### config.mk
export PLATFORM = sky130hd
export DESIGN_NAME = routerOutputStage
export DESIGN_NICKNAME = d
export VERILOG_FILES = /design/src/logic/nocPkg.sv /design/src/logic/flitFifo.sv /design/src/logic/holdTimer.sv /design/src/logic/portArbiter.sv /design/src/logic/linkOutput.sv /design/src/logic/routerOutputStage.sv
export SDC_FILE = /design/constraint.sdc
export NUM_CORES = 1
export LEC_CHECK = 0
export BUFFER_PORTS_ARGS = -buffer_cell sky130_fd_sc_hd__buf_4
export CAP_MARGIN = 5
export CORE_MARGIN = 2
export CORE_UTILIZATION = 30
export DETAILED_ROUTE_END_ITERATION = 8
export PLACE_DENSITY_LB_ADDON = 0.15
export RECOVER_POWER = 50
export SETUP_SLACK_MARGIN = 0.1
export SLEW_MARGIN = 20
export SYNTH_ARGS = -nofsm -noshare
export SYNTH_HDL_FRONTEND = slang
export SYNTH_SLANG_ARGS = --single-unit
### constraint.sdc
create_clock -name clk -period 9 [get_ports clk]
set_clock_uncertainty 0.15 [all_clocks]
set_input_delay 1.8 -clock clk [delete_from_list [all_inputs] [get_ports clk]]
set_output_delay 1.8 -clock clk [all_outputs]
set_load 0.05 [all_outputs]
### src/logic/nocPkg.sv
package nocPkg;

  // ========================================
  // Router ports
  // ========================================
  localparam int numPorts = 5;
  localparam int portIdxW = 3;

  localparam logic [portIdxW-1:0] portL = 3'd0;
  localparam logic [portIdxW-1:0] portN = 3'd1;
  localparam logic [portIdxW-1:0] portE = 3'd2;
  localparam logic [portIdxW-1:0] portW = 3'd3;
  localparam logic [portIdxW-1:0] portS = 3'd4;

  // ========================================
  // Flit format
  // ========================================
  localparam int flitIdW  = 3;
  localparam int payloadW = 16;
  localparam int lengthW  = 12;  // Low bits of a head flit payload

  localparam logic [flitIdW-1:0] flitHead = 3'b001;
  localparam logic [flitIdW-1:0] flitBody = 3'b010;
  localparam logic [flitIdW-1:0] flitTail = 3'b100;

  // Input queues
  localparam int fifoDepth = 8;
  localparam int fifoPtrW  = $clog2(fifoDepth);
  localparam int fifoCntW  = $clog2(fifoDepth + 1);

  // One-hot arbiter states, bit 0 is idle, bit p+1 grants port p
  localparam int stateW = numPorts + 1;

  localparam logic [stateW-1:0] stIdle = 6'b000001;
  localparam logic [stateW-1:0] stL    = 6'b000010;
  localparam logic [stateW-1:0] stN    = 6'b000100;
  localparam logic [stateW-1:0] stE    = 6'b001000;
  localparam logic [stateW-1:0] stW    = 6'b010000;
  localparam logic [stateW-1:0] stS    = 6'b100000;

endpackage

### src/logic/flitFifo.sv
`timescale 1ns/1ps

module flitFifo (
  input  logic                        clk,
  input  logic                        rst,
  input  logic                        wrEn,
  input  logic [nocPkg::flitIdW-1:0]  wrFlitId,
  input  logic [nocPkg::payloadW-1:0] wrPayload,
  input  logic                        pop,
  output logic [nocPkg::flitIdW-1:0]  headFlitId,
  output logic [nocPkg::payloadW-1:0] headPayload,
  output logic                        empty,
  output logic                        full
);

  import nocPkg::*;

  logic [flitIdW-1:0]  memFlitId  [fifoDepth];
  logic [payloadW-1:0] memPayload [fifoDepth];

  logic [fifoPtrW-1:0] rdPtr;
  logic [fifoPtrW-1:0] wrPtr;
  logic [fifoCntW-1:0] count;

  logic doPush;
  logic doPop;

  assign doPush = wrEn && !full;  // Write while full is dropped
  assign doPop  = pop && !empty;

  // ========================================
  // Storage
  // ========================================
  always_ff @(posedge clk)
  begin
    if (doPush)
    begin
      memFlitId[wrPtr]  <= wrFlitId;
      memPayload[wrPtr] <= wrPayload;
    end
  end

  // Pointers and occupancy
  always_ff @(posedge clk)
  begin
    if (rst)
    begin
      rdPtr <= '0;
      wrPtr <= '0;
      count <= '0;
    end
    else
    begin
      if (doPush)
        wrPtr <= (wrPtr == fifoPtrW'(fifoDepth - 1)) ? '0 : wrPtr + 1'b1;
      if (doPop)
        rdPtr <= (rdPtr == fifoPtrW'(fifoDepth - 1)) ? '0 : rdPtr + 1'b1;

      case ({doPush, doPop})
        2'b10:   count <= count + 1'b1;
        2'b01:   count <= count - 1'b1;
        default: count <= count;
      endcase
    end
  end

  // Head entry is visible without a read cycle
  assign headFlitId  = memFlitId[rdPtr];
  assign headPayload = memPayload[rdPtr];

  assign empty = (count == '0);
  assign full  = (count == fifoCntW'(fifoDepth));

endmodule

### src/logic/holdTimer.sv
`timescale 1ns/1ps

module holdTimer (
  input  logic                        clk,
  input  logic                        rst,
  input  logic [nocPkg::flitIdW-1:0]  headFlitId,
  input  logic [nocPkg::payloadW-1:0] headPayload,
  input  logic                        runTimer,
  output logic                        timesUp
);

  import nocPkg::*;

  logic [lengthW-1:0] holdLen;  // Budget from the last head flit seen
  logic [lengthW-1:0] count;

  always_ff @(posedge clk)
  begin
    if (rst)
    begin
      holdLen <= '0;
      count   <= '0;
    end
    else
    begin
      if (headFlitId == flitHead)
        holdLen <= headPayload[lengthW-1:0];

      // Counts only while the port keeps its grant
      if (runTimer)
        count <= count + 1'b1;
      else
        count <= '0;
    end
  end

  assign timesUp = (count == holdLen);

endmodule

### src/logic/portArbiter.sv
`timescale 1ns/1ps

module portArbiter (
  input  logic                        clk,
  input  logic                        rst,
  input  logic [nocPkg::numPorts-1:0] reqs,
  input  logic [nocPkg::flitIdW-1:0]  headFlitId  [nocPkg::numPorts],
  input  logic [nocPkg::payloadW-1:0] headPayload [nocPkg::numPorts],
  output logic [nocPkg::numPorts-1:0] pop,
  output logic [nocPkg::portIdxW-1:0] grantPort
);

  import nocPkg::*;

  logic [stateW-1:0]   state;
  logic [stateW-1:0]   nextState;
  logic [numPorts-1:0] granted;
  logic [numPorts-1:0] timesUp;
  logic [numPorts-1:0] runTimer;

  // First requester after port last, wrapping back to last itself
  function automatic logic [stateW-1:0] pickAfter(
    input logic [numPorts-1:0] r,
    input logic [portIdxW-1:0] last
  );
    logic [stateW-1:0] pick;
    int                idx;
    pick = stIdle;
    // Walk backwards so the nearest requester is the one kept
    for (int k = numPorts; k >= 1; k--)
    begin
      idx = (int'(last) + k) % numPorts;
      if (r[idx])
        pick = stateW'(1) << (idx + 1);
    end
    return pick;
  endfunction

  // ========================================
  // Hold timers
  // ========================================
  for (genvar p = 0; p < numPorts; p++)
  begin : genTimer
    holdTimer timer (
      .clk         (clk),
      .rst         (rst),
      .headFlitId  (reqs[p] ? headFlitId[p] : '0),  // Empty queue has no head flit
      .headPayload (headPayload[p]),
      .runTimer    (runTimer[p]),
      .timesUp     (timesUp[p])
    );
  end

  assign granted = state[stateW-1:1];

  // Port stays while it requests and its budget remains
  assign runTimer = granted & reqs & ~timesUp;

  // ========================================
  // State machine
  // ========================================
  always_ff @(posedge clk)
  begin
    if (rst)
      state <= stIdle;
    else
      state <= nextState;
  end

  always_comb
  begin
    case (state)
      stIdle:
        nextState = pickAfter(reqs, portS);  // Scan starts at L
      stL:
        nextState = runTimer[portL] ? stL : pickAfter(reqs, portL);
      stN:
        nextState = runTimer[portN] ? stN : pickAfter(reqs, portN);
      stE:
        nextState = runTimer[portE] ? stE : pickAfter(reqs, portE);
      stW:
        nextState = runTimer[portW] ? stW : pickAfter(reqs, portW);
      stS:
        nextState = runTimer[portS] ? stS : pickAfter(reqs, portS);
      default:
        nextState = stIdle;
    endcase
  end

  // Granted and non-empty ports pop every cycle
  assign pop = granted & reqs;

  always_comb
  begin
    grantPort = portL;
    for (int p = 0; p < numPorts; p++)
    begin
      if (granted[p])
        grantPort = portIdxW'(p);
    end
  end

endmodule

### src/logic/linkOutput.sv
`timescale 1ns/1ps

module linkOutput (
  input  logic                        clk,
  input  logic                        rst,
  input  logic                        popAny,
  input  logic [nocPkg::flitIdW-1:0]  selFlitId,
  input  logic [nocPkg::payloadW-1:0] selPayload,
  input  logic [nocPkg::portIdxW-1:0] grantPort,
  output logic                        outValid,
  output logic [nocPkg::flitIdW-1:0]  outFlitId,
  output logic [nocPkg::payloadW-1:0] outPayload,
  output logic [nocPkg::portIdxW-1:0] outPort
);

  // ========================================
  // Link strobe
  // ========================================
  always_ff @(posedge clk)
  begin
    if (rst)
      outValid <= 1'b0;
    else
      outValid <= popAny;  // One pulse per popped flit
  end

  // Flit fields are only meaningful with outValid
  always_ff @(posedge clk)
  begin
    if (popAny)
    begin
      outFlitId  <= selFlitId;
      outPayload <= selPayload;
      outPort    <= grantPort;
    end
  end

endmodule

### src/logic/routerOutputStage.sv
`timescale 1ns/1ps

module routerOutputStage (
  input  logic                        clk,
  input  logic                        rst,
  input  logic [nocPkg::numPorts-1:0] inValid,
  input  logic [nocPkg::flitIdW-1:0]  inFlitId  [nocPkg::numPorts],
  input  logic [nocPkg::payloadW-1:0] inPayload [nocPkg::numPorts],
  output logic [nocPkg::numPorts-1:0] inFull,
  output logic                        outValid,
  output logic [nocPkg::flitIdW-1:0]  outFlitId,
  output logic [nocPkg::payloadW-1:0] outPayload,
  output logic [nocPkg::portIdxW-1:0] outPort
);

  import nocPkg::*;

  logic [numPorts-1:0] empty;
  logic [numPorts-1:0] reqs;
  logic [numPorts-1:0] pop;
  logic [flitIdW-1:0]  headFlitId  [numPorts];
  logic [payloadW-1:0] headPayload [numPorts];
  logic [portIdxW-1:0] grantPort;
  logic [flitIdW-1:0]  selFlitId;
  logic [payloadW-1:0] selPayload;

  // ========================================
  // Input queues
  // ========================================
  for (genvar p = 0; p < numPorts; p++)
  begin : genFifo
    flitFifo fifo (
      .clk         (clk),
      .rst         (rst),
      .wrEn        (inValid[p]),
      .wrFlitId    (inFlitId[p]),
      .wrPayload   (inPayload[p]),
      .pop         (pop[p]),
      .headFlitId  (headFlitId[p]),
      .headPayload (headPayload[p]),
      .empty       (empty[p]),
      .full        (inFull[p])
    );
  end

  assign reqs = ~empty;

  portArbiter arbiter (
    .clk         (clk),
    .rst         (rst),
    .reqs        (reqs),
    .headFlitId  (headFlitId),
    .headPayload (headPayload),
    .pop         (pop),
    .grantPort   (grantPort)
  );

  // Head of the granted queue
  assign selFlitId  = headFlitId[grantPort];
  assign selPayload = headPayload[grantPort];

  linkOutput link (
    .clk        (clk),
    .rst        (rst),
    .popAny     (|pop),
    .selFlitId  (selFlitId),
    .selPayload (selPayload),
    .grantPort  (grantPort),
    .outValid   (outValid),
    .outFlitId  (outFlitId),
    .outPayload (outPayload),
    .outPort    (outPort)
  );

endmodule

# --- After elaboration in Yosys (flattened, before gate mapping) ---
# Memories as Yosys holds them, arrays and structs flattened. A register that Yosys moved wholly into a read port is not among the register bits.
# Cells that the tools add are included.
op_classes:
  eq_ne: 41
  reduce_logical: 36
  n_addsub: 25
  muxes: 91
  magnitude_cmp: 1
  bitwise_logic: 10
op_table:
  columns: ["operator", "count"]
  rows:
  - ["$mux 3", 40]
  - ["$mux 6", 20]
  - ["$add 12x1->12 const B", 5]
  - ["$eq 12x12->1", 5]
  - ["$bmux 16 s3", 1]
  - ["$pmux 4 s2", 5]
  - ["$pmux 6 s6", 1]
  - ["$mux 16", 2]
  - ["$add 3x1->3 const B", 10]
  - ["$eq 3x3->1 const B", 10]
  - ["$add 4x1->4 const B", 5]
  - ["$eq 4x4->1 const B", 5]
  - ["$logic_not 4->1", 5]
  - ["$mux 5", 4]
  - ["$sub 4x1->4 const B", 5]
  - ["$eq 3x1->1 const B", 5]
  - ["$mux 4", 3]
  - ["$mux 1", 11]
  - ["$and 5x5->5", 2]
  - ["$eq 2x1->1 const B", 5]
  - ["$eq 2x2->1 const B", 5]
  - ["$logic_and 1x1->1", 10]
  - ["$logic_not 1->1", 10]
  - ["$not 5->5", 2]
  - ["14 further kinds", 28]
word_totals:
  memories: 10
  elab_cells: 244
  mem_bits_rw: 760
  out_inout_bits: 28
  reg_bits: 199
  inputBits: 102
mem_list:
  columns: ["memory", "depth", "word_bits", "rd", "rd_clocked_by_memory_dff", "wr", "line_no", "rtl"]
  rows:
  - ["genFifo[0].fifo.memPayload", 8, 16, 1, 1, 1, "flitFifo.sv:19", "logic [payloadW-1:0] memPayload [fifoDepth];"]
  - ["genFifo[1].fifo.memPayload", 8, 16, 1, 1, 1, "flitFifo.sv:19", null]
  - ["genFifo[2].fifo.memPayload", 8, 16, 1, 1, 1, "flitFifo.sv:19", null]
  - ["genFifo[3].fifo.memPayload", 8, 16, 1, 1, 1, "flitFifo.sv:19", null]
  - ["genFifo[4].fifo.memPayload", 8, 16, 1, 1, 1, "flitFifo.sv:19", null]
  - ["genFifo[0].fifo.memFlitId", 8, 3, 1, 1, 1, "flitFifo.sv:18", "logic [flitIdW-1:0] memFlitId [fifoDepth];"]
  - ["4 more memories", null, null, null, null, null, null, null]

# --- Longest topological paths before layout ---
depth:
  depth_word: 9
  mapped_depth: 12
  mapped_depth_nobuf: 11

# --- By module ---
# A second synthesis with hierarchy kept.
unflattened:
  hier_cells: 2292
  area_unflattened_um2: 39877.0
by_module_without_submodules:
  columns: ["module", "area_each_um2", "n_inst", "cells_per_inst"]
  rows:
  - ["flitFifo (genFifo[0].fifo ...)", 6407.4, 4, 298]
  - ["flitFifo (genFifo[4].fifo)", 6548.8, 1, 299]
  - ["holdTimer (arbiter.genTimer[0].timer ...)", 1076.0, 4, 113]
  - ["holdTimer (arbiter.genTimer[4].timer)", 1078.5, 1, 112]
  - ["routerOutputStage", 830.8, 1, 97]
  - ["portArbiter", 790.8, 1, 116]
  - ["linkOutput", 694.4, 1, 24]

# --- Worst setup path after synthesis ---
# Ideal clock, no wire load.
synth_path:
  kind: "input to register"
  from: "input port inValid[0] in the netlist's numbering"
  to: "memory genFifo[0].fifo.memFlitId[0][0] (enable)"
  path_slack_ns: 4.552
  n_path_buf: 0
  cell_stages: 2
  arrival_ns: 3.855
  setup_time_ns: 0.444
  cell_sequence: "nand2_1 > nor4_1"
synth_between:
  elab_chain_cells: 3
synth_rtl:
  columns: ["element", "line_no", "rtl"]
  rows:
  - ["from (decl)", "routerOutputStage.sv:6", "input logic [nocPkg::numPorts-1:0] inValid,"]
  - ["$logic_and 1x1->1", "flitFifo.sv:28", "assign doPush = wrEn && !full;"]
  - ["$mux 1", "flitFifo.sv:36", "if (doPush)"]
  - ["$mux 1 (not written as such)", "flitFifo.sv:38", "memFlitId[wrPtr] <= wrFlitId;"]
  - ["to (decl)", "flitFifo.sv:18", null]
# Every way passes these cells.

# --- Final worst setup path ---
layout_path:
  from: "register arbiter.state[5]"
  to: "register link.outPayload[15] in the netlist's numbering, data pin"
layout_between:
  elab_chain_cells: 5
layout_rtl:
  columns: ["element", "line_no", "rtl"]
  rows:
  - ["from (decl)", "portArbiter.sv:15", "logic [stateW-1:0] state;"]
  - ["from (signal assigned)", "portArbiter.sv:65", "state <= stIdle;"]
  - ["from (signal assigned)", "portArbiter.sv:67", "state <= nextState;"]
  - ["$mux 3", "portArbiter.sv:98", "if (granted[p])"]
  - ["$not 3->4 (not written as such)", "routerOutputStage.sv:60", "assign selPayload = headPayload[grantPort];"]
  - ["$bmux 16 s3", "routerOutputStage.sv:60", null]
  - ["$mux 16 (not written as such) (2 in a row)", "routerOutputStage.sv:60", null]
  - ["named net link.selPayload (one bit)", "linkOutput.sv:8", "input logic [nocPkg::payloadW-1:0] selPayload,"]
  - ["to (signal assigned)", "linkOutput.sv:33", "outPayload <= selPayload;"]
  - ["to (decl)", "linkOutput.sv:12", "output logic [nocPkg::payloadW-1:0] outPayload,"]
# The timed path passes the listed nets, and every way through them passes these cells. The select of a mux whose other input is x is not followed.
# A chain may end at the register's enable or synchronous reset.

==> metrics.txt <==
run status=finished with violations; failing checks=capacitance limit, slew limit; Slowest-stage cell, CP=clkbuf_1; Rows=131; Max Slew Vio Count=169; top_reg_cell synth=edfxtp_1; worst hold path depth=2; Fill cells=between 10000 and 15000; Pwr per Cell Area=233.8 nW/µm²; clock sink count=slightly below 1000; overflow left after global routing=0; drt total wl=roughly 96000 µm; crit end category=register; WL/cell=between 20 and 25 µm; syn nets=2421; worst path cell trace=clkbuf_1 > or2_0 > inv_2 > nor3_1 > a22oi_1 > o21ai_0 > o21ai_0; Starting Density=30.30%; Clock transition at path regs=60 ps; Syn Area/Cell=around 17 µm²; CTS tree=built; CP most frequent cell=o21ai_0; # nets final=2612; leakage=14.54 nW; area leader, netlist=edfxtp_1; Fin Setup TNS=0 ps; Yosys cell types=57; Post-DRT Antenna Nets=0; Critical Path RT=9210 ps; Final Util=35.21%; worst vdd ir=0.0001717 V; HPWL Detailed=61140 µm; die height=363.4 µm; area grow syn2layout=16.18%; Core Area=127800 µm²; H-tree lvl count=3; drc violations=0; vias post-DR=20250; vias in the first global route=21030; Hold WC Path Type=reg -> reg; IO buf count=129; post-synth top area share=~61%; Post-CTS Resized=0; most common cell after layout, fill and taps aside=edfxtp_1; Post-synth EDFFs=782; Critical Path AT=5850 ps; clock root buffer=clkbuf_16; first-pass GRT wire length=141100 µm; Finish-stage setup viols=0; reg2reg setup slack=3370 ps; Final GP Congestion=0.7990; CP Class=reg -> reg; synth warn=0; minimum clock period=5634 ps; worst slew pin tran=2268 ps; GRT Resource Usage Total=14.56%; Netlist Area Pre-Place=38740 µm²; drt pass-1 iters=5; share of flip-flops with an asynchronous set or reset=0%; top cells by area, synth=edfxtp_1 61%, mux4_2 11%, dfxtp_1 9.9%, mux2i_1 2.5%, nor2_1 1.7%; WHS=320.0 ps; Die W=363.4 µm; Hold Path End=arbiter.genTimer[1].timer.holdLen[10]$_SDFFE_PP0N_; Vias/cell=4.801; Critical Path Fanout Max=49; Worst setup SP type=register; CTS buffer count=107; fin crit share=62.60%; largest net degree at the start of global routing=75; FF-to-FF Start=arbiter.state[5]$_SDFF_PP0_; Seq/Total Area, Yosys=70.53%; Ant. Diodes=0; initial antenna violation count=10; worst hold start=arbiter.genTimer[1].timer.holdLen[10]$_SDFFE_PP0N_; Max Cap Viol=7; worst relative slew slack=-51.17%; CTS max path bufs=3; Seq cells post-synth=974; initial DRC count=between 1000 and 1500; RSZ-0062 raised after global routing=false; Final Hold Fails=0; reg2reg end=link.outPayload[15]$_DFFE_PP_; clock latency on the worst-skew pair=between 700 and 800 ps; Highest Clock Rate=177.5 MHz; cts hold-fix bufs=0; Largest stage delay, worst path=1610 ps; R2R depth=7; full die area=132000 µm²; most frequent cells in the layout=782 x edfxtp_1, 190 x mux4_2, 184 x dfxtp_1; share of layout cells above drive strength 1=approximately a fifth; Setup Buffers After CTS=0; synthesized instance count=2274; Ports=130
[stage by stage]
step	worst slack, ps	area (µm²)	cells	total power, mW
4_1_cts	4957	45410	4217	10.70
3_3_place_gp	5101	41910	4018	6.267
3_5_place_dp	4997	41910	4018	6.291
5_1_grt	2845	45010	4217	10.94
2_1_floorplan	4552	38740	2274	5.832
6_report	3366	45010	4217	10.52
[logic make-up (layout without fill, tap and decap cells)]
logic type      count (synthesis)  count (layout)  synth area share [%]
flops                         974             974                 70.53
compound gates                171             171                 2.629
mux                           329             329                 14.78
buf+inv                       134             415                 1.631
fa+ha+maj                      45              45                 1.550
xor+xnor                      125             125                 2.826
simple gates                  496             496                 6.052
[flip-flops by register name, summed over array words and instances (netlist names), named ones only]
signal                          cells
genFifo.fifo.memPayload           640
genFifo.fifo.rdPtr                 15
link.outFlitId                      3
genFifo.fifo.memFlitId            120
arbiter.state                       6
link.outPayload                    16
genFifo.fifo.wrPtr                 15
link.outValid                       1
arbiter.genTimer.timer.count       60
arbiter.genTimer.timer.holdLen     60
link.outPort                        3
genFifo.fifo.count                 20
[critical path: cells and delay by family, from the launching register on]
family,cells,cell delay [ps]
buffers and inverters,2,2210
and+or+nand+nor,2,2100
DFF,1,310
AOI/OAI and AO/OA,3,490
[cells in the mapped netlist (7+ instances only)]
cell	n
a22oi_1	8
nand2b_1	18
o21ai_0	24
nand4_1	19
mux2i_1	97
nor2_1	178
nor2b_1	9
buf_2	27
nor3_1	56
mux4_2	190
dfxtp_1	192
edfxtp_1	782
nand3_1	31
or3_1	9
a221oi_1	13
buf_1	7
xor2_1	52
ha_1	40
or2_2	11
and3_1	21
buf_4	17
xnor2_1	73
clkbuf_1	41
nor4_1	14
mux2_2	41
or2_0	19
a21oi_1	99
nand2_1	96
inv_1	36
[worst max path at each step]
stage,from,to,slack [ps],cells after the start
floorplan,inValid[0],genFifo[0].fifo.memFlitId[0][0]$_DFFE_PP_,4550,2
global placement,inValid[2],genFifo[2].fifo.memPayload[4][4]$_DFFE_PP_,5100,4
detailed placement,inValid[2],genFifo[2].fifo.memPayload[4][4]$_DFFE_PP_,5000,4
CTS,genFifo[3].fifo.count[0]$_SDFFE_PP0P_,inFull[3],4960,4
global route,arbiter.state[5]$_SDFF_PP0_,link.outPayload[14]$_DFFE_PP_,2840,7
finish,arbiter.state[5]$_SDFF_PP0_,link.outPayload[15]$_DFFE_PP_,3370,7
[area by class of cell]
cell class / count / area, µm² / area share (%)
Clock buffer: 143 / 2965 / 6.588
Clock inverter: 56 / 534.3 / 1.187
Inverter: 37 / 138.9 / 0.3086
Multi-Input combinational cell: 1166 / 11010 / 24.46
Sequential cell: 974 / 27340 / 60.73
Tap cell: 1662 / 2079 / 4.620
Timing Repair Buffer: 179 / 945.9 / 2.102
[metal layers]
metal / wire length (µm) / GRT usage, %
met1: 43450 / 19.74
met2: 45390 / 23.34
met4: 2215 / 4.328
met3: 4673 / 3.249
met5: 87 / 0
[where the power goes]
part / internal (mW) / total, mW / switching (mW)
clock: 2.57 / 4.36 / 1.79
sequential: 5.03 / 5.13 / 0.102
combinational: 0.353 / 1.04 / 0.683
(Power assumes the default switching activity.)
